$ cat src/logic/pulp_pkg.sv
// pulp soc package with bus widths, address map, register indices and host bus types
package pulp_pkg;

  // bus widths
  localparam int unsigned ADDR_W = 16;
  localparam int unsigned DATA_W = 32;

  // address word fields
  localparam int unsigned REGION_W  = 4;
  localparam int unsigned OFFS_W    = 2;
  localparam int unsigned L2_IDX_W  = ADDR_W - REGION_W - OFFS_W;
  localparam int unsigned REG_IDX_W = 4;

  // address map, bits 15..12
  localparam logic [REGION_W-1:0] REGION_L2  = 4'd0;
  localparam logic [REGION_W-1:0] REGION_CL  = 4'd1;
  localparam logic [REGION_W-1:0] REGION_DBG = 4'd2;

  // cluster control registers
  localparam logic [REG_IDX_W-1:0] CL_FETCH_EN = 4'd0;
  localparam logic [REG_IDX_W-1:0] CL_EOC      = 4'd1;
  localparam logic [REG_IDX_W-1:0] CL_BUSY     = 4'd2;
  localparam logic [REG_IDX_W-1:0] CL_MBOX     = 4'd3;

  // debug registers
  localparam logic [REG_IDX_W-1:0] DBG_HALT   = 4'd0;
  localparam logic [REG_IDX_W-1:0] DBG_IDCODE = 4'd1;

  localparam logic [DATA_W-1:0] IDCODE = 32'h249511c3;

  typedef struct packed {
    logic [REGION_W-1:0] region;
    logic [L2_IDX_W-1:0] word_idx;
    logic [OFFS_W-1:0]   byte_off;
  } l2_addr_t;

  typedef struct packed {
    logic [REGION_W-1:0]           region;
    logic [L2_IDX_W-REG_IDX_W-1:0] rsvd;
    logic [REG_IDX_W-1:0]          reg_idx;
    logic [OFFS_W-1:0]             byte_off;
  } periph_addr_t;

  // same address word, read as memory index or as register index
  typedef union packed {
    l2_addr_t     l2;
    periph_addr_t periph;
  } soc_addr_u;

  typedef struct packed {
    logic              valid;
    logic              we;
    soc_addr_u         addr;
    logic [DATA_W-1:0] wdata;
  } host_req_t;

  typedef struct packed {
    logic              valid;
    logic              err;
    logic [DATA_W-1:0] rdata;
  } host_rsp_t;

  typedef struct packed {
    logic [DATA_W-1:0] rdata;
    logic              err;
  } tgt_rsp_t;

endpackage

$ cat src/logic/debug_regs.sv
// debug registers holding per hart halt requests and a fixed id code
module debug_regs #(
  parameter int unsigned N_CLUSTERS = 2,
  parameter int unsigned N_CORES    = 4
) (
  input  logic                           clk_i,
  input  logic                           rst_i,
  input  logic                           sel_i,
  input  logic                           we_i,
  input  pulp_pkg::soc_addr_u            addr_i,
  input  logic [pulp_pkg::DATA_W-1:0]    wdata_i,
  output pulp_pkg::tgt_rsp_t             rsp_o,
  output logic [N_CLUSTERS*N_CORES-1:0]  core_debug_req_o
);

  // hart k is cluster * N_CORES + core
  localparam int unsigned N_HARTS = N_CLUSTERS * N_CORES;

  logic [N_HARTS-1:0]          halt_q;
  logic [pulp_pkg::DATA_W-1:0] rd_data;
  logic                        idx_err;

  assign core_debug_req_o = halt_q;

  always_comb begin
    rd_data = '0;
    idx_err = 1'b0;
    case (addr_i.periph.reg_idx)
      pulp_pkg::DBG_HALT:   rd_data = 32'(halt_q);
      pulp_pkg::DBG_IDCODE: rd_data = pulp_pkg::IDCODE;
      default:              idx_err = 1'b1;
    endcase
  end

  always_ff @(posedge clk_i) begin
    if (rst_i) begin
      halt_q <= '0;
    end else if (sel_i && we_i && addr_i.periph.reg_idx == pulp_pkg::DBG_HALT) begin
      halt_q <= wdata_i[N_HARTS-1:0];
    end
  end

  always_ff @(posedge clk_i) begin
    if (sel_i) begin
      rsp_o.err   <= idx_err;
      rsp_o.rdata <= (we_i || idx_err) ? '0 : rd_data;
    end
  end

endmodule

$ cat config.mk
export PLATFORM = sky130hd
export DESIGN_NAME = debug_regs
export DESIGN_NICKNAME = d
export VERILOG_FILES = /design/src/logic/pulp_pkg.sv /design/src/logic/debug_regs.sv
export SDC_FILE = /design/constraint.sdc
export NUM_CORES = 1
export LEC_CHECK = 0
export BUFFER_PORTS_ARGS = -buffer_cell sky130_fd_sc_hd__buf_4
export CAP_MARGIN = 20
export CORE_MARGIN = 2
export CORE_UTILIZATION = 30
export DETAILED_ROUTE_END_ITERATION = 12
export GPL_TIMING_DRIVEN = 0
export PLACE_DENSITY = 0.75
export SYNTH_ARGS = -nofsm -noshare
export SYNTH_HDL_FRONTEND = slang
export SYNTH_SLANG_ARGS = --single-unit
$ cat constraint.sdc
create_clock -name clk_i -period 2.05 [get_ports clk_i]
set_input_delay 0.1025 -clock clk_i [delete_from_list [all_inputs] [get_ports clk_i]]
set_output_delay 0.1025 -clock clk_i [all_outputs]
set_load 0.02 [all_outputs]
==> impl_metrics.py, run 1 <==
metrics = {
    "floorplan": {
        "die-height_um": 59.7,
        "core-area_mm2": 0.00300,
        "core.rowCount": 20,
        "design.portCount": 93,
        "die_w_um": 59.7,
        "effective_utilization_at_floorplan": 0.310,
        "die_area_mm2": 0.00357,
    },
    "finish": {
        "finish.cell_count_without_fillers": 174,
        "multi_input_area_um2": 337,
        "ff_latch_area_um2": 460,
        "design_area_mm2": 0.00135,
        "final_core_util": 0.449,
        "area_growth_syn_to_layout_pct": 44.7,
        "antenna-diode-count": 0,
        "fillerInstances": 293,
        "fin_nets": 194,
        "post_route_cells_drive_above_1_share": 0.475,
    },
    "timing": {
        "setup_total_negative_slack_ns": 0,
        "clock_tree_skew_after_final_layout_ns": 0.00418,
        "maxClockFrequency_mhz": 827,
        "drv_slew": 0,
        "timing.final.crit_period_ns": 1.21,
        "period_share": 0.590,
        "slew_headroom": 0.663,
        "hold_viol_final": 0,
        "worstMarginPinSlew_ns": 0.503,
        "postLayoutSetupSlackWorst_ns": 0.841,
        "setup_violations": 0,
        "grt_setup_unrepaired": "no",
        "hold_slack_ns": 0.0778,
    },
    "clock_tree": {
        "cts.sink_count": 18,
        "insertion_delay_of_the_later_clocked_pin_in_the_worst_skew_pair_ns": 0.28,
        "ctsHoldBuffers": 0,
        "ctsHtreeMaxLevel": 1,
        "path_clk_slew_ns": 0.10,
        "clockRootBuffer": "sky130_fd_sc_hd__clkbuf_4",
        "cts_tree": "yes",
        "postCtsSetupBuffers": 0,
        "cts_resized": 0,
        "ctsLongestPathBuffers": 2,
        "cts-buffers-inserted": 3,
    },
    "synthesis": {
        "yosysWarnings": 0,
        "synth_top_cells_by_count": "sky130_fd_sc_hd__buf_4, sky130_fd_sc_hd__nand2b_1, sky130_fd_sc_hd__edfxtp_1",
        "yosys.area.top_type": "sky130_fd_sc_hd__edfxtp_1",
        "synth_area_leaders": "sky130_fd_sc_hd__edfxtp_1, sky130_fd_sc_hd__buf_4, sky130_fd_sc_hd__dfxtp_1",
        "syn-cell-area_um2": 932,
        "yosys.cell_types.count": 16,
        "ys.flop_type": "sky130_fd_sc_hd__edfxtp_1",
        "post-synth-top-count-cell": "sky130_fd_sc_hd__buf_4",
        "yosysTopAreaCellShare": 0.322,
        "post_synth.cell_area_avg_um2": 11.2,
        "postSynthRegisterBits": 18,
        "synthCells": 83,
        "async_reset_ff_frac": 0,
        "register_area_share_after_synthesis": 0.494,
        "synth_edf_count": 10,
    },
    "placed_design": {
        "gp_routability_congestion": 0.660,
        "buffer_ports.inserted": 39,
        "dp.final_hpwl_mm": 1.45,
        "placement.setup.worst_slack_ns": 0.501,
        "post-place-cells": 170,
        "place_area_mm2": 0.00132,
    },
    "routing": {
        "avgRoutedWirePerCell_um": 9.99,
        "dr_total_vias": 675,
        "initialDrtViolationCount": 7,
        "drt_pass1_iterations": 4,
        "detail-route-antenna-nets": 0,
        "route.detailed.drc": 0,
        "vias_per_cell": 3.88,
        "drt-total-wl_mm": 1.74,
    },
    "critical_path": {
        "crit_required_ns": 1.95,
        "r2r_cells": 1,
        "worstReg2RegEnd": "rsp_o[2]",
        "setup_crit_end": "rsp_o[21]",
        "setup.worst_path.class": "flip-flop to primary output",
        "crit_path_launch": "rsp_o[27]",
        "worstSetupStartpointType": "flip-flop",
        "worst-r2r-setup-slack_ns": 1.28,
        "critPathCaptureType": "primary output",
        "cp_data_arrival_time_ns": 1.11,
        "r2r-start": "core_debug_req_o[1]",
        "critPathMaxFanout": 8,
    },
    "pwr": {
        "post-layout-total-power_uw": 735,
        "power_per_cell_area_mw_per_mm2": 545,
        "ir_drop_mv": 0.159,
        "power_leakage_nw": 0.636,
    },
    "flow_run": {
        "max_cap_violations": 0,
    },
    "grt": {
        "grt_max_degree": 12,
        "overflow": 0,
        "grt_use_total": 0.0974,
        "via_count_of_the_first_global_routing_pass": 630,
        "grt_pass1_wl_mm": 2.66,
        "grt_antenna_before_repair": 0,
    },
    "hold_path": {
        "holdCritPathClass": "primary input to flip-flop",
        "worst_hold_path.num_cells": 3,
    },
    "run_status": {
        "outcome": "finished, final reports clean",
    },
}
==> registers in the layout, summed over array words and instances (netlist names) <==
| register | count |
|---|---|
| core_debug_req_o | 8 |
| rsp_o | 10 |
==> cells in the final DEF, fill, tap and decap left out <==
master	n
sky130_fd_sc_hd__dfxtp_1	8
sky130_fd_sc_hd__or3_1	1
sky130_fd_sc_hd__conb_1	16
sky130_fd_sc_hd__o21a_1	4
sky130_fd_sc_hd__buf_4	62
sky130_fd_sc_hd__nor3_4	1
sky130_fd_sc_hd__clkbuf_4	3
sky130_fd_sc_hd__nand2_1	1
sky130_fd_sc_hd__nor2_1	1
sky130_fd_sc_hd__clkinv_1	1
sky130_fd_sc_hd__and2_1	5
sky130_fd_sc_hd__nand2b_1	16
sky130_fd_sc_hd__mux2i_1	8
sky130_fd_sc_hd__nor3_1	1
sky130_fd_sc_hd__clkbuf_1	1
sky130_fd_sc_hd__buf_2	1
sky130_fd_sc_hd__clkdlybuf4s15_1	1
sky130_fd_sc_hd__edfxtp_1	10
==> worst min path at each step <==
stage | startpoint | slack [ns] | endpoint
2_1_floorplan | sel_i | 0.21 | rsp_o[0]
3_3_place_gp | wdata_i[6] | 0.37 | core_debug_req_o[6]
3_5_place_dp | wdata_i[0] | 0.39 | core_debug_req_o[0]
4_1_cts | wdata_i[2] | 0.08 | core_debug_req_o[2]
5_1_grt | wdata_i[2] | 0.09 | core_debug_req_o[2]
6_report | wdata_i[2] | 0.08 | core_debug_req_o[2]
==> routing by layer <==
metal | up-vias | wire length [um] | track usage
met3 | 0 | 178 | 0.0173
met1 | 287 | 705 | 0.115
met5 | - | 0 | 0
met2 | 37 | 854 | 0.163
met4 | 0 | 0 | 0.0571
li1 | 351 | - | -
==> layout make-up <==
type / count / share of cell area
repair buffers: 39 / 0.217
multi-input cells: 54 / 0.250
flip-flops and latches: 18 / 0.341
plain buffers: 26 / 0.142
well taps: 33 / 0.0306
clock buffers: 3 / 0.0167
clock inverters: 1 / 0.00278
==> cell families (layout without fill, tap and decap cells) <==
family	count (synthesis)	count (layout)	synth area share
AND/OR/NAND/NOR	26	26	0.179
buffers and inverters	26	69	0.205
flip-flops	18	18	0.494
multiplexers	8	8	0.0859
AO/OA/AOI/OAI	4	4	0.0322
other	1	16	0.00402
==> worst max-delay path, cell delays in order (launching register included) <==
cell	delay (ns)
sky130_fd_sc_hd__edfxtp_1	0.50
sky130_fd_sc_hd__buf_4	0.18
sky130_fd_sc_hd__buf_4	0.15
==> power breakdown <==
part | switching [mW] | total [mW] | internal [mW]
Clock | 0.103 | 0.174 | 0.0706
Sequential | 0.00536 | 0.397 | 0.391
Combinational | 0.0832 | 0.165 | 0.0814
Total | 0.192 | 0.735 | 0.543
(Power assumes the default switching activity.)
==> run 2, diff against run 1 <==
ABC_AREA = 1   (was unset)
PLACE_DENSITY = 0.78   (was 0.75)
clock period = 1.1 ns   (was 2.05 ns; I/O delays follow)
==> run 2 against run 1 <==
Compared with the run above:
- the flow now finishes with violations (negative setup slack)
- synthesized area down 1.3%
- highest routed layer is now met4
- sequential cell count did not move
- total power grew 92%
- cell count is 16% higher
- combinational power is 100% higher
- clock power up 96%
- via count increased by 9.8%
- hold slack got worse by 0.063 ns
- global-route usage is 1.2 points higher
- critical endpoint unchanged
==> impl_metrics.py, run 2 <==
metrics = {
    "clock_tree": {
        "cts_tree": "yes",
        "insertion_delay_of_the_later_clocked_pin_in_the_worst_skew_pair_ns": 0.29,
        "ctsLongestPathBuffers": 2,
        "ctsHtreeMaxLevel": 1,
        "clockRootBuffer": "sky130_fd_sc_hd__clkbuf_4",
        "path_clk_slew_ns": 0.10,
        "cts.sink_count": 18,
        "cts-buffers-inserted": 3,
    },
    "timing": {
        "hold_viol_final": 0,
        "maxClockFrequency_mhz": 865,
        "drv_slew": 0,
        "clock_tree_skew_after_final_layout_ns": 0.00730,
        "postLayoutSetupSlackWorst_ns": -0.0566,
        "setup_violations": 7,
        "period_share": 1.05,
        "hold_slack_ns": 0.0149,
        "setup_total_negative_slack_ns": -0.383,
        "grt_setup_unrepaired": "yes",
        "timing.final.crit_period_ns": 1.16,
    },
    "pwr": {
        "post-layout-total-power_mw": 1.41,
        "ir_drop_mv": 0.375,
        "power_per_cell_area_mw_per_mm2": 987,
        "power_leakage_nw": 0.759,
    },
    "critical_path": {
        "path_cells": "buf_4 -> buf_6",
        "critPathMaxFanout": 8,
        "r2r-start": "core_debug_req_o[2]",
        "worst-r2r-setup-slack_ns": 0.37,
        "cp.buffers_inverters": 2,
        "crit_required_ns": 1.04,
        "critPathCaptureType": "primary output",
        "crit_path_launch": "rsp_o[27]",
        "cp_data_arrival_time_ns": 1.10,
        "critical-path-top-delay-family": "flip-flops",
        "crit_slowest_cell": "sky130_fd_sc_hd__edfxtp_1",
        "setup.worst_path.class": "flip-flop to primary output",
        "cpPeakStageDelay_ns": 0.50,
        "worstSetupStartpointType": "flip-flop",
    },
    "hold_path": {
        "holdCritPathClass": "primary input to flip-flop",
        "min-delay-start": "wdata_i[7]",
    },
    "run_status": {
        "failed_checks": "negative setup slack",
        "outcome": "complete, but fails checks",
    },
    "floorplan": {
        "core-area_mm2": 0.00298,
        "design.portCount": 93,
        "die_area_mm2": 0.00352,
        "effective_utilization_at_floorplan": 0.309,
        "die_w_um": 59.4,
        "core.rowCount": 20,
        "die-height_um": 59.4,
    },
    "synthesis": {
        "ys.flop_type": "sky130_fd_sc_hd__edfxtp_1",
        "synth-compound-area-share": 0.0218,
        "syn-cell-area_um2": 920,
        "yosysWarnings": 0,
        "synth_area_leaders": "sky130_fd_sc_hd__edfxtp_1, sky130_fd_sc_hd__buf_4, sky130_fd_sc_hd__dfxtp_1",
        "synthCells": 103,
        "yosys.area.top_type": "sky130_fd_sc_hd__edfxtp_1",
        "synth_fa_ha_area_frac": 0,
        "yosysTopAreaCellShare": 0.327,
        "async_reset_ff_frac": 0,
        "register_area_share_after_synthesis": 0.501,
        "combinational_family_with_the_most_area_after_synthesis": "buffers and inverters",
        "synth_edf_count": 10,
        "yosys.cell_types.count": 15,
        "synth-xor-area-share": 0,
        "yosys.area_share.simple": 0.224,
        "synth_top_cells_by_count": "sky130_fd_sc_hd__buf_4, sky130_fd_sc_hd__nand2_1, sky130_fd_sc_hd__nor2_1",
        "post-synth-top-count-cell": "sky130_fd_sc_hd__buf_4",
        "muxShareOfSynthArea": 0,
        "postSynthRegisterBits": 18,
        "post_synth.cell_area_avg_um2": 8.93,
    },
    "placed_design": {
        "gp_routability_congestion": 0.726,
        "dp.final_hpwl_mm": 1.43,
        "buffer_ports.inserted": 40,
        "post-place-cells": 191,
        "place_area_mm2": 0.00132,
        "placement.setup.worst_slack_ns": 0.174,
    },
    "finish": {
        "final_cell_mix": "sky130_fd_sc_hd__buf_4, sky130_fd_sc_hd__nand2_1, sky130_fd_sc_hd__nor2_1, sky130_fd_sc_hd__conb_1, sky130_fd_sc_hd__inv_1",
        "commonest_non_fill_non_tap_cell_in_the_layout": "sky130_fd_sc_hd__buf_4",
        "registers.top_by_ff_count": "rsp_o",
        "finish.cell_count_without_fillers": 201,
        "design_area_mm2": 0.00143,
        "fillerInstances": 292,
        "flip_flop_count_of_the_largest_register_after_layout": 10,
        "multi_input_area_um2": 287,
        "area_growth_syn_to_layout_pct": 55.5,
        "fin_nets": 221,
        "final_core_util": 0.480,
        "ff_latch_area_um2": 460,
        "antenna-diode-count": 0,
        "post_route_cells_drive_above_1_share": 0.435,
    },
    "routing": {
        "drt_pass1_iterations": 4,
        "vias_per_cell": 3.69,
        "drt-total-wl_mm": 1.73,
        "dr_total_vias": 741,
        "avgRoutedWirePerCell_um": 8.61,
        "detail-route-antenna-nets": 0,
        "initialDrtViolationCount": 11,
        "route.detailed.drc": 0,
    },
    "grt": {
        "via_count_of_the_first_global_routing_pass": 656,
        "overflow": 0,
        "grt_use_total": 0.109,
        "grt_max_degree": 12,
        "grt_pass1_wl_mm": 2.82,
        "grt_antenna_before_repair": 0,
    },
    "flow_run": {
        "max_cap_violations": 0,
    },
}
[run 2: changes by cell type after synthesis, sizes merged, moves of 5 or more]
cell    change
mux2i       -8
nor2       +18
nand2      +18
inv        +12
and2        -5
nand2b     -16
[run 2: timing repair]
action | CTS | global route
endpoints found under the hold margin | 6 | 0
gates resized for setup | 7 | 0
hold buffers | 6 | 0
setup buffers | 0 | 0
setup endpoints to repair | 7 | 8
[run 2: power breakdown]
group	internal (mW)	total (mW)	switching (mW)
sequential	0.728	0.738	0.00935
combinational	0.167	0.333	0.166
clock	0.141	0.341	0.200
[run 2: path summary, 6_finish.rpt]
kind	endpoint	depth (start not counted)
hold reg to reg	core_debug_req_o[1]	4
setup / recovery	rsp_o[21]	2
hold / removal	core_debug_req_o[7]	3
setup reg to reg	rsp_o[3]	2
[run 2: worst register-to-register path, cell delays in order (launching register included)]
cell                      delay (ns)
sky130_fd_sc_hd__dfxtp_1        0.35
sky130_fd_sc_hd__inv_1          0.06
sky130_fd_sc_hd__nor3_1         0.17
[run 2: area by class of cell]
cell class | instances | share of cell area
clock buffer | 4 | 0.0184
sequential | 18 | 0.322
inverter | 12 | 0.0315
timing repair buffer | 46 | 0.270
buffer | 24 | 0.129
tap | 33 | 0.0289
multi-input combinational | 64 | 0.200
[run 2: layer usage]
metal	share of wire	wire, um	GRT usage
met5	0	0	0
met4	0.016	27	0.0779
met3	0.069	119	0.0175
met2	0.52	908	0.192
met1	0.39	675	0.117
[run 2: cells by family after synthesis]
logic type	Yosys count
AND/OR/NAND/NOR	44
AO/OA/AOI/OAI	4
flip-flops	18
other	1
buffers and inverters	36
