$ cat src/logic/pulp_pkg.sv
// pulp soc package with bus widths, address map, register indices and host bus types
package pulp_pkg;

  // bus widths
  localparam int unsigned ADDR_W = 16;
  localparam int unsigned DATA_W = 32;

  // address word fields
  localparam int unsigned REGION_W  = 4;
  localparam int unsigned OFFS_W    = 2;
  localparam int unsigned L2_IDX_W  = ADDR_W - REGION_W - OFFS_W;
  localparam int unsigned REG_IDX_W = 4;

  // address map, bits 15..12
  localparam logic [REGION_W-1:0] REGION_L2  = 4'd0;
  localparam logic [REGION_W-1:0] REGION_CL  = 4'd1;
  localparam logic [REGION_W-1:0] REGION_DBG = 4'd2;

  // cluster control registers
  localparam logic [REG_IDX_W-1:0] CL_FETCH_EN = 4'd0;
  localparam logic [REG_IDX_W-1:0] CL_EOC      = 4'd1;
  localparam logic [REG_IDX_W-1:0] CL_BUSY     = 4'd2;
  localparam logic [REG_IDX_W-1:0] CL_MBOX     = 4'd3;

  // debug registers
  localparam logic [REG_IDX_W-1:0] DBG_HALT   = 4'd0;
  localparam logic [REG_IDX_W-1:0] DBG_IDCODE = 4'd1;

  localparam logic [DATA_W-1:0] IDCODE = 32'h249511c3;

  typedef struct packed {
    logic [REGION_W-1:0] region;
    logic [L2_IDX_W-1:0] word_idx;
    logic [OFFS_W-1:0]   byte_off;
  } l2_addr_t;

  typedef struct packed {
    logic [REGION_W-1:0]           region;
    logic [L2_IDX_W-REG_IDX_W-1:0] rsvd;
    logic [REG_IDX_W-1:0]          reg_idx;
    logic [OFFS_W-1:0]             byte_off;
  } periph_addr_t;

  // same address word, read as memory index or as register index
  typedef union packed {
    l2_addr_t     l2;
    periph_addr_t periph;
  } soc_addr_u;

  typedef struct packed {
    logic              valid;
    logic              we;
    soc_addr_u         addr;
    logic [DATA_W-1:0] wdata;
  } host_req_t;

  typedef struct packed {
    logic              valid;
    logic              err;
    logic [DATA_W-1:0] rdata;
  } host_rsp_t;

  typedef struct packed {
    logic [DATA_W-1:0] rdata;
    logic              err;
  } tgt_rsp_t;

endpackage

$ cat src/logic/cluster_ctrl.sv
// cluster control registers for fetch enable, end of computation, busy and mailbox events
module cluster_ctrl #(
  parameter int unsigned N_CLUSTERS = 2
) (
  input  logic                        clk_i,
  input  logic                        rst_i,
  input  logic                        sel_i,
  input  logic                        we_i,
  input  pulp_pkg::soc_addr_u         addr_i,
  input  logic [pulp_pkg::DATA_W-1:0] wdata_i,
  output pulp_pkg::tgt_rsp_t          rsp_o,
  output logic [N_CLUSTERS-1:0]       cl_fetch_en_o,
  input  logic [N_CLUSTERS-1:0]       cl_eoc_i,
  input  logic [N_CLUSTERS-1:0]       cl_busy_i,
  input  logic                        mailbox_evt_i
);

  logic [N_CLUSTERS-1:0]       fetch_en_q;
  logic [N_CLUSTERS-1:0]       eoc_q;
  logic [pulp_pkg::DATA_W-1:0] mbox_q;
  logic [pulp_pkg::DATA_W-1:0] rd_data;
  logic                        idx_err;
  logic                        wr;
  logic [N_CLUSTERS-1:0]       eoc_clr;

  assign wr            = sel_i && we_i;
  assign cl_fetch_en_o = fetch_en_q;

  always_comb begin
    rd_data = '0;
    idx_err = 1'b0;
    case (addr_i.periph.reg_idx)
      pulp_pkg::CL_FETCH_EN: rd_data = 32'(fetch_en_q);
      pulp_pkg::CL_EOC:      rd_data = 32'(eoc_q);
      pulp_pkg::CL_BUSY:     rd_data = 32'(cl_busy_i);
      pulp_pkg::CL_MBOX:     rd_data = mbox_q;
      default:               idx_err = 1'b1;
    endcase
  end

  // write one to clear, a pulse in the same cycle wins
  assign eoc_clr = (wr && addr_i.periph.reg_idx == pulp_pkg::CL_EOC) ?
                   wdata_i[N_CLUSTERS-1:0] : '0;

  always_ff @(posedge clk_i) begin
    if (rst_i) begin
      fetch_en_q <= '0;
      eoc_q      <= '0;
      mbox_q     <= '0;
    end else begin
      if (wr && addr_i.periph.reg_idx == pulp_pkg::CL_FETCH_EN) begin
        fetch_en_q <= wdata_i[N_CLUSTERS-1:0];
      end
      eoc_q <= (eoc_q & ~eoc_clr) | cl_eoc_i;
      if (wr && addr_i.periph.reg_idx == pulp_pkg::CL_MBOX) begin
        mbox_q <= '0;
      end else if (mailbox_evt_i) begin
        mbox_q <= mbox_q + 32'd1;
      end
    end
  end

  // writes answer with zero data
  always_ff @(posedge clk_i) begin
    if (sel_i) begin
      rsp_o.err   <= idx_err;
      rsp_o.rdata <= (we_i || idx_err) ? '0 : rd_data;
    end
  end

endmodule

$ cat config.mk
export PLATFORM = sky130hd
export DESIGN_NAME = cluster_ctrl
export DESIGN_NICKNAME = d
export VERILOG_FILES = /design/src/logic/pulp_pkg.sv /design/src/logic/cluster_ctrl.sv
export SDC_FILE = /design/constraint.sdc
export NUM_CORES = 1
export LEC_CHECK = 0
export BUFFER_PORTS_ARGS = -buffer_cell sky130_fd_sc_hd__clkbuf_2
export CAP_MARGIN = 25
export CORE_MARGIN = 8
export CORE_UTILIZATION = 51
export CTS_CLUSTER_DIAMETER = 100
export CTS_CLUSTER_SIZE = 28
export DETAILED_ROUTE_END_ITERATION = 8
export PLACE_DENSITY = 0.91
export SLEW_MARGIN = 20
export SYNTH_ARGS = -nofsm -noshare
export SYNTH_HDL_FRONTEND = slang
export SYNTH_SLANG_ARGS = --single-unit
$ cat constraint.sdc
create_clock -name clk_i -period 2.9 [get_ports clk_i]
set_input_delay 0.58 -clock clk_i [delete_from_list [all_inputs] [get_ports clk_i]]
set_output_delay 0.58 -clock clk_i [all_outputs]
set_load 0.01 [all_outputs]
==> out/results.ini, run 1 <==
[outcome]
status=complete, no violations

[power]
powerDensity_mw_per_mm2=529
peakVddDrop_mv=0.331
p_leak_nw=1.21

[layout]
drive_gt1_frac=0.228
nets=378
diodes=0
layout.cells.non_filler=397
num-fill-cells=441
multiInputGateArea_mm2=0.00117
area_growth_pct=16.4
final_common_cell=clkbuf_2
seq_area_mm2=0.00171
mostFrequentLayoutCells=clkbuf_2, dfxtp_1, edfxtp_1

[global_route]
grt_max_degree=34
grt_use_total=0.152
overflow=0
antenna_found_initial=0
grt_first_pass_wirelength_mm=10.4
grt_pass1_vias=2166

[timing]
post-route-min-period_ns=2.44
slew_headroom=0.551
rsz0062_at_grt=no
hold_violations=0
fin_crit_sh=0.841
worst_pin_slew_ns=0.674
tns_ns=0
max_freq_mhz=410
fin_ws_ns=0.461
finalClockSkew_ns=0.00850
holdWs_ns=0.457
drv_slew=0
setup-violations-final=0

[placed_design]
dpl_worst_slack_ns=0.335
place_inst=381
port_buffers=49
gp_congestion=0.818
dp_hpwl_mm=4.20

[detailed_routing]
vias=2287
vias_per_cell=5.76
firstDrtPassIters=5
drt_drc_violations_left=0
wl_mm=6.22
ant_nets=0
drt-initial-drc-count=237
post_drt_wl_per_cell_um=15.7

[cts]
cts_hold_buffers=0
max-clock-path-buffers=2
cts_htree_levels=3
cts_setup_buffers=0
cts-root-buf=clkbuf_8
numClockSinks=69
cts_tree=done
cts_resized=0
worstSkewPairLatency_ns=0.34
cts.clk_slew.worst_paths_ns=0.07
numCtsBuffers=9

[synthesis]
synth-edff-count=33
muxShareOfSynthArea=0.0188
syn_nets=324
syn-cell-area_mm2=0.00294
synthAdderAreaFrac=0.00426
synth_compound_area_frac=0.0870
syn-instance-count=266
yosys_register_bits=69
yosys_most_used_dff=dfxtp_1
synth_top_family_by_area=simple AND/OR/NAND/NOR gates
synthArstFlopShare=0
synth_xor_xnor_area_share=0.0358
ys_seq_area_frac=0.583
ys_types=34
ys_warn_count=0
avgSynthCellArea_um2=11.0
synth-simple-area-share=0.253

[floorplan]
die_h_um=91.9
initial_core_util=0.530
num_rows=27
core_area_mm2=0.00554
die_area_mm2=0.00844
ios=92
fp.dieW_um=91.9

[critical_path]
cp_max_fo=16
arrival_ns=2.70
path_class=flip-flop to flip-flop
critPathRequiredTime_ns=3.16
critPathLaunchType=flip-flop
r2r_slack_ns=0.46
cp-end-kind=flip-flop

[run]
maxCapViolations=0

[hold_path]
hold_path.class=input port to flip-flop

kinds of logic (layout without fill, tap and decap cells):
family          count (synthesis)  after routing
buf+inv                        12             71
compound gates                 43             43
xor+xnor                       12             12
mux                             3              3
simple gates                  126            126
flops                          69             69
fa+ha+maj                       1              1
cell usage after synthesis, types with 2 or more instances:
master,n,area share
a21oi_1,23,0.039
a31o_2,2,0.0060
and2_1,30,0.064
and3_1,3,0.0064
and4_1,2,0.0060
clkbuf_1,7,0.0090
dfxtp_1,36,0.25
edfxtp_1,33,0.34
inv_1,2,0.0026
mux4_2,2,0.015
nand2_1,14,0.018
nand3_1,10,0.017
nand4_1,13,0.028
nand4b_1,2,0.0060
nor2_1,17,0.022
nor2b_1,2,0.0043
nor3_1,5,0.0085
nor4_1,3,0.0064
o21ai_0,5,0.0085
o31ai_1,13,0.033
or3_1,5,0.011
or3_2,2,0.0051
or4_1,14,0.036
xnor2_1,7,0.021
xor2_1,5,0.015
flip-flops by register name, indices dropped and copies added, names as in the netlist:
name / cells
mbox_q: 32
cl_fetch_en_o: 2
rsp_o: 33
eoc_q: 2
power by group:
| part | switching (mW) | total [mW] | internal (mW) |
|---|---|---|---|
| sequential | 0.0109 | 1.06 | 1.05 |
| clock | 0.329 | 0.661 | 0.332 |
| combinational | 0.0537 | 0.0895 | 0.0358 |
final timing paths:
kind                 endpoint        startpoint  depth (start not counted)
max                mbox_q[22]         mbox_q[0]                          5
min                  eoc_q[1]       cl_eoc_i[1]                          3
min reg2reg  cl_fetch_en_o[1]  cl_fetch_en_o[1]                          2
max reg2reg        mbox_q[22]         mbox_q[0]                          5
metrics by stage:
stage | cell area, um^2 | util | power [mW]
5_1_grt | 3420 | 0.617 | 1.86
6_report | 3420 | 0.617 | 1.81
3_3_place_gp | 3250 | 0.587 | 1.16
4_1_cts | 3420 | 0.617 | 1.81
2_1_floorplan | 2940 | - | 1.12
3_5_place_dp | 3250 | 0.587 | 1.17
cell type report:
class / count / area share
flip-flops and latches: 69 / 0.501
multi-input cells: 185 / 0.342
repair buffers: 53 / 0.0806
clock buffers: 14 / 0.0447
well taps: 72 / 0.0264
clock inverters: 2 / 0.00293
inverters: 2 / 0.00220
critical path, cell delays in order (launching register included):
cell and delay [ns]:
dfxtp_1 0.41, ha_1 0.21, nand3_1 0.15, or4_1 0.80
or4_1 0.60, a21oi_1 0.18
metal layers:
layer,vias to the layer above,GRT usage,share of wire
li1,1110,-,-
met1,1076,0.173,0.39
met2,80,0.240,0.50
met3,21,0.0399,0.069
met4,0,0.114,0.041
met5,-,0,0
Power figures use the tool's default switching activity.
==> run 2: changes to the inputs <==
--- a/config.mk
+++ b/config.mk
@@ -5,14 +5,15 @@
 export SDC_FILE = /design/constraint.sdc
 export NUM_CORES = 1
 export LEC_CHECK = 0
+export ABC_AREA = 1
 export BUFFER_PORTS_ARGS = -buffer_cell sky130_fd_sc_hd__clkbuf_2
 export CAP_MARGIN = 25
 export CORE_MARGIN = 8
-export CORE_UTILIZATION = 51
+export CORE_UTILIZATION = 47
 export CTS_CLUSTER_DIAMETER = 100
 export CTS_CLUSTER_SIZE = 28
 export DETAILED_ROUTE_END_ITERATION = 8
-export PLACE_DENSITY = 0.91
+export PLACE_DENSITY = 0.87
 export SLEW_MARGIN = 20
 export SYNTH_ARGS = -nofsm -noshare
 export SYNTH_HDL_FRONTEND = slang
==> constraint.sdc (replaced) <==
create_clock -name clk_i -period 2.2 [get_ports clk_i]
set_input_delay 0.44 -clock clk_i [delete_from_list [all_inputs] [get_ports clk_i]]
set_output_delay 0.44 -clock clk_i [all_outputs]
set_load 0.01 [all_outputs]
==> run 2 against run 1 <==
Synthesized area rose by 11%. Via count up 21%. Die area rose by 17%. First-iteration DRC count fell by 29%. Clock skew is 0.0010 ns lower. Critical path type unchanged. Highest routed layer unchanged.
==> out/results.ini, run 2 <==
[outcome]
status=complete, no violations

[timing]
fin_ws_ns=0.688
setup-violations-final=0
fin_crit_sh=0.687
drv_slew=0
slew_headroom=0.691
post-route-min-period_ns=1.51
tns_ns=0
rsz0062_at_grt=no
finalClockSkew_ns=0.00748
worst_pin_slew_ns=0.460
max_freq_mhz=662
hold_violations=0

[synthesis]
synth_common_cells=nand2_1, nor2_1, inv_1, dfxtp_1, nor3_1
syn_nets=444
synth.most_common_cell=nand2_1
synth_top_family_by_area=simple AND/OR/NAND/NOR gates
synthArstFlopShare=0
ys_seq_area_frac=0.526
muxShareOfSynthArea=0
syn-instance-count=386
ys_types=26
synth-edff-count=33
yosys_register_bits=69
synthTopCellsByArea=edfxtp_1, dfxtp_1, nand2_1, nor2_1, nor3_1
synth-simple-area-share=0.339
yosys_most_used_dff=dfxtp_1
ys_warn_count=0
avgSynthCellArea_um2=8.43
synth_xor_xnor_area_share=0.00269
synth_compound_area_frac=0.0565
synth_top_area_cell=edfxtp_1
syn-cell-area_mm2=0.00326
synth_top_area_frac=0.304
synthAdderAreaFrac=0.00384

[layout]
layout.cells.non_filler=526
drive_gt1_frac=0.215
largest_reg_flops=33
nets=499
final_common_cell=nand2_1
num-fill-cells=609
area_growth_pct=16.6
seq_area_mm2=0.00171
top_register=rsp_o
multiInputGateArea_mm2=0.00131
mostFrequentLayoutCells=nand2_1, nor2_1, clkbuf_2
reg_top3=rsp_o: 33 flops, mbox_q: 32 flops
diodes=0

[critical_path]
r2r-start=mbox_q[0]
critPathRequiredTime_ns=2.44
path_class=flip-flop to flip-flop
arrival_ns=1.75
critPathLaunchType=flip-flop
cp_max_fo=6
r2r_end=mbox_q[30]
r2r_slack_ns=0.69
reg2reg_depth=8
cp-end-kind=flip-flop

[cts]
cts_htree_levels=3
numClockSinks=69
cts_hold_buffers=0
worstSkewPairLatency_ns=0.35
numCtsBuffers=9
cts.clk_slew.worst_paths_ns=0.07
cts_setup_buffers=0
cts_tree=done
cts_resized=0
max-clock-path-buffers=2
cts-root-buf=clkbuf_8

[global_route]
overflow=0
antenna_found_initial=0
grt_max_degree=24
grt_use_total=0.159
grt_first_pass_wirelength_mm=12.4
grt_pass1_vias=2717

[hold_path]
holdPathEnd=eoc_q[1]
holdPathStages=3
holdCritStartpoint=cl_eoc_i[1]
hold_path.class=input port to flip-flop

[power]
pwr-share-comb=0.052
swShare=0.218
clkPwrFrac=0.423
peakVddDrop_mv=0.315
seqPwrFrac=0.526
p_total_mw=2.63
p_leak_nw=1.37
powerDensity_mw_per_mm2=692
switchingPower_mw=0.573
p_int_mw=2.05

[detailed_routing]
vias=2761
firstDrtPassIters=4
drt_drc_violations_left=0
ant_nets=0
drt-initial-drc-count=168
post_drt_wl_per_cell_um=13.7
vias_per_cell=5.25
wl_mm=7.23

[placed_design]
gp_congestion=0.866
place_inst=510
dpl_worst_slack_ns=0.444
dp_hpwl_mm=5.32
port_buffers=49

[floorplan]
die_h_um=99.2
initial_core_util=0.482
ios=92
fp.dieW_um=99.2
num_rows=30
die_area_mm2=0.00985
core_area_mm2=0.00676

[run]
maxCapViolations=0

## run 2: cell count changes after synthesis, sizes merged, moves of 12 or more
cell / delta
nor2: +54
nor3b: +12
nand2: +59
inv: +42
nor3: +31
and2: -31
o31ai: -13
or4: -14
nand3: +18
## run 2: kinds of logic (layout without fill, tap and decap cells)
kind of cell	count (synthesis)	after routing
fa+ha+maj	1	1
xor+xnor	1	1
flops	69	69
compound gates	34	34
buf+inv	54	114
simple gates	227	227
## run 2: layout make-up
type / instances / share of cell area
Timing Repair Buffer: 54 / 0.0778
Multi-Input combinational cell: 263 / 0.345
Tap cell: 80 / 0.0264
Clock inverter: 6 / 0.0231
Sequential cell: 69 / 0.451
Inverter: 44 / 0.0435
Clock buffer: 10 / 0.0336
## run 2: critical path, cell delays in order (launching register included)
cell     delay (ns)
dfxtp_1        0.38
ha_1           0.19
inv_1          0.05
nor2_2         0.16
nand3_1        0.14
nor2_2         0.26
nand3_1        0.11
nand2_1        0.07
nor2_1         0.04
## run 2: per-layer routing
| layer | global-route usage | vias to the layer above | wire (um) |
|---|---|---|---|
| li1 | - | 1396 | - |
| met1 | 0.197 | 1250 | 3220 |
| met2 | 0.244 | 101 | 3200 |
| met3 | 0.0489 | 14 | 686 |
| met4 | 0.0780 | 0 | 127 |
| met5 | 0 | - | 0 |
## run 2: worst max path at each step
stage                       to  slack [ns]      start  depth (start not counted)
finish              mbox_q[30]        0.69  mbox_q[0]                          8
global route        mbox_q[30]        0.53  mbox_q[0]                          8
CTS                 mbox_q[30]        0.69  mbox_q[0]                          8
detailed placement    rsp_o[5]        0.44  addr_i[5]                          6
global placement      rsp_o[5]        0.53  addr_i[5]                          6
floorplan            rsp_o[30]        0.82  addr_i[5]                          6
## run 2: power groups by stage
stage	Clock [mW]	Combinational, mW	Sequential (mW)
6_report	1.11	0.135	1.38
5_1_grt	1.19	0.151	1.38
4_1_cts	1.13	0.137	1.38
3_5_place_dp	0	0.137	1.41
3_3_place_gp	0	0.133	1.41
2_1_floorplan	0	0.0548	1.42
## run 2: stage by stage
stage	area, um^2	hold slack [ns]	util
floorplan	3260	0.450	-
global placement	3580	0.465	0.530
detailed placement	3580	0.478	0.530
CTS	3800	0.298	0.562
global route	3800	0.300	0.562
finish	3800	0.306	0.562
==> run 3: changes to the inputs <==
--- a/config.mk
+++ b/config.mk
@@ -5,15 +5,15 @@
 export SDC_FILE = /design/constraint.sdc
 export NUM_CORES = 1
 export LEC_CHECK = 0
-export ABC_AREA = 1
+export ABC_AREA = 0
 export BUFFER_PORTS_ARGS = -buffer_cell sky130_fd_sc_hd__clkbuf_2
 export CAP_MARGIN = 25
 export CORE_MARGIN = 8
-export CORE_UTILIZATION = 47
+export CORE_UTILIZATION = 51
 export CTS_CLUSTER_DIAMETER = 100
 export CTS_CLUSTER_SIZE = 28
 export DETAILED_ROUTE_END_ITERATION = 8
-export PLACE_DENSITY = 0.87
+export PLACE_DENSITY = 0.91
 export SLEW_MARGIN = 20
 export SYNTH_ARGS = -nofsm -noshare
 export SYNTH_HDL_FRONTEND = slang
==> constraint.sdc (replaced) <==
create_clock -name clk_i -period 1.4 [get_ports clk_i]
set_input_delay 0.28 -clock clk_i [delete_from_list [all_inputs] [get_ports clk_i]]
set_output_delay 0.28 -clock clk_i [all_outputs]
set_load 0.01 [all_outputs]
==> run 3 against run 2 <==
The flow now finishes with violations (negative setup slack). Wire length is 29% higher. Die area is 14% lower. Register-to-register slack got worse by 1.2 ns. Via count rose by 3.3%. Final cell count down 11%. Utilization is 21 points higher. Sequential share of layout area is 4.6 points lower. Non-clock buffer count rose by 69. Highest routed layer unchanged.
==> out/results.ini, run 3 (synthesis results as in run 1) <==
[outcome]
status=finished, violations left
violations=negative setup slack

[timing]
holdWs_ns=0.163
max_freq_mhz=518
finalClockSkew_ns=0.00310
slew_headroom=0.718
post-route-min-period_ns=1.93
drv_slew=0
fin_crit_sh=1.38
rsz0062_at_grt=yes
fin_ws_ns=-0.530
worst_pin_slew_ns=0.423
hold_violations=0
setup-violations-final=28

[layout]
drive_gt1_frac=0.448
multiInputGateArea_mm2=0.00137
diodes=0
largest_reg_flops=33
top_register=rsp_o
seq_area_mm2=0.00172
final_common_cell=buf_4
nets=448
reg_top3=rsp_o: 33 flops, mbox_q: 32 flops
area_growth_pct=44.8
mostFrequentLayoutCells=buf_4, clkbuf_2, edfxtp_1
layout.cells.non_filler=467
num-fill-cells=320

[critical_path]
slowest_delay_ns=0.56
crit_slowest_cell=or4_4
critPathLaunchType=flip-flop
cpMostUsedCell=or4_4
cp_max_fo=15
arrival_ns=2.21
critPathRequiredTime_ns=1.68
path_class=flip-flop to flip-flop
cp-end-kind=flip-flop
path_cells=nand4_4 -> or4_4 -> buf_6 -> or4_4 -> a21oi_2

[detailed_routing]
drt-initial-drc-count=257
vias=2853
post_drt_wl_per_cell_um=20.0
drt_drc_violations_left=0
wl_mm=9.33
vias_per_cell=6.11
ant_nets=0
firstDrtPassIters=5

[global_route]
antenna_found_initial=0
grt_pass1_vias=2794
grt_use_total=0.199
overflow=0
grt_max_degree=34
grt_first_pass_wirelength_mm=13.3

[power]
p_leak_nw=1.72
powerDensity_mw_per_mm2=981
peakVddDrop_mv=1.49

[floorplan]
ios=92
initial_core_util=0.530
die_area_mm2=0.00844
core_area_mm2=0.00554
num_rows=27
fp.dieW_um=91.9
die_h_um=91.9

[placed_design]
gp_congestion=0.870
dp_hpwl_mm=5.20
port_buffers=49
place_inst=438

[hold_path]
hold_path.class=input port to flip-flop

[cts]
cts_htree_levels=3
numCtsBuffers=9
numClockSinks=69
cts-root-buf=clkbuf_8
worstSkewPairLatency_ns=0.35
max-clock-path-buffers=2
cts_hold_buffers=0
cts.clk_slew.worst_paths_ns=0.07
cts_tree=done

[run]
maxCapViolations=0

run 3: final timing paths:
path                     from                to  slack (ns)  cells after the start
max reg2reg         mbox_q[5]        mbox_q[18]       -0.53                      5
max                 mbox_q[5]        mbox_q[18]       -0.53                      5
min reg2reg  cl_fetch_en_o[1]  cl_fetch_en_o[1]        0.48                      2
min               cl_eoc_i[0]          eoc_q[0]        0.16                      3
run 3: where the power goes:
part,switching [mW],total (mW),internal (mW)
registers,0.0215,2.19,2.16
clock network,0.733,1.73,0.995
logic,0.145,0.257,0.112
run 3: layout make-up:
class | instances | share of cell area
clock inverter | 5 | 0.0177
multi-input combinational | 185 | 0.323
clock buffer | 11 | 0.0309
tap | 72 | 0.0212
inverter | 2 | 0.00177
sequential | 69 | 0.405
timing repair buffer | 123 | 0.200
run 3: through the flow:
stage	area, um^2	setup WS (ns)	TNS [ns]	util	total power, mW
4_1_cts	4120	-0.511	-6.52	0.743	4.14
6_report	4250	-0.530	-8.30	0.767	4.17
3_3_place_gp	3760	-0.449	-5.26	0.679	2.44
2_1_floorplan	3010	-0.465	-5.30	-	2.32
5_1_grt	4250	-0.656	-10.19	0.767	4.29
3_5_place_dp	3760	-0.521	-6.13	0.679	2.46
run 3: routing by layer:
metal	track usage	vias up	part of all wire
met4	0.148	0	0.060
met1	0.196	1342	0.35
met3	0.0701	66	0.087
met2	0.341	192	0.50
li1	-	1253	-
met5	0	-	0
run 3: repair_timing:
item,4_1_cts,5_1_grt
buffers inserted,7,7
pin swaps,6,10
gates cloned,0,0
resized for setup,20,17
setup endpoints to repair,20,26
run 3: worst max-delay path, delay by kind of cell (launching register included):
family | cells | cell delay, ns
AND/OR/NAND/NOR | 3 | 1.19
buffers and inverters | 1 | 0.17
AO/OA/AOI/OAI | 1 | 0.14
flip-flops | 1 | 0.37
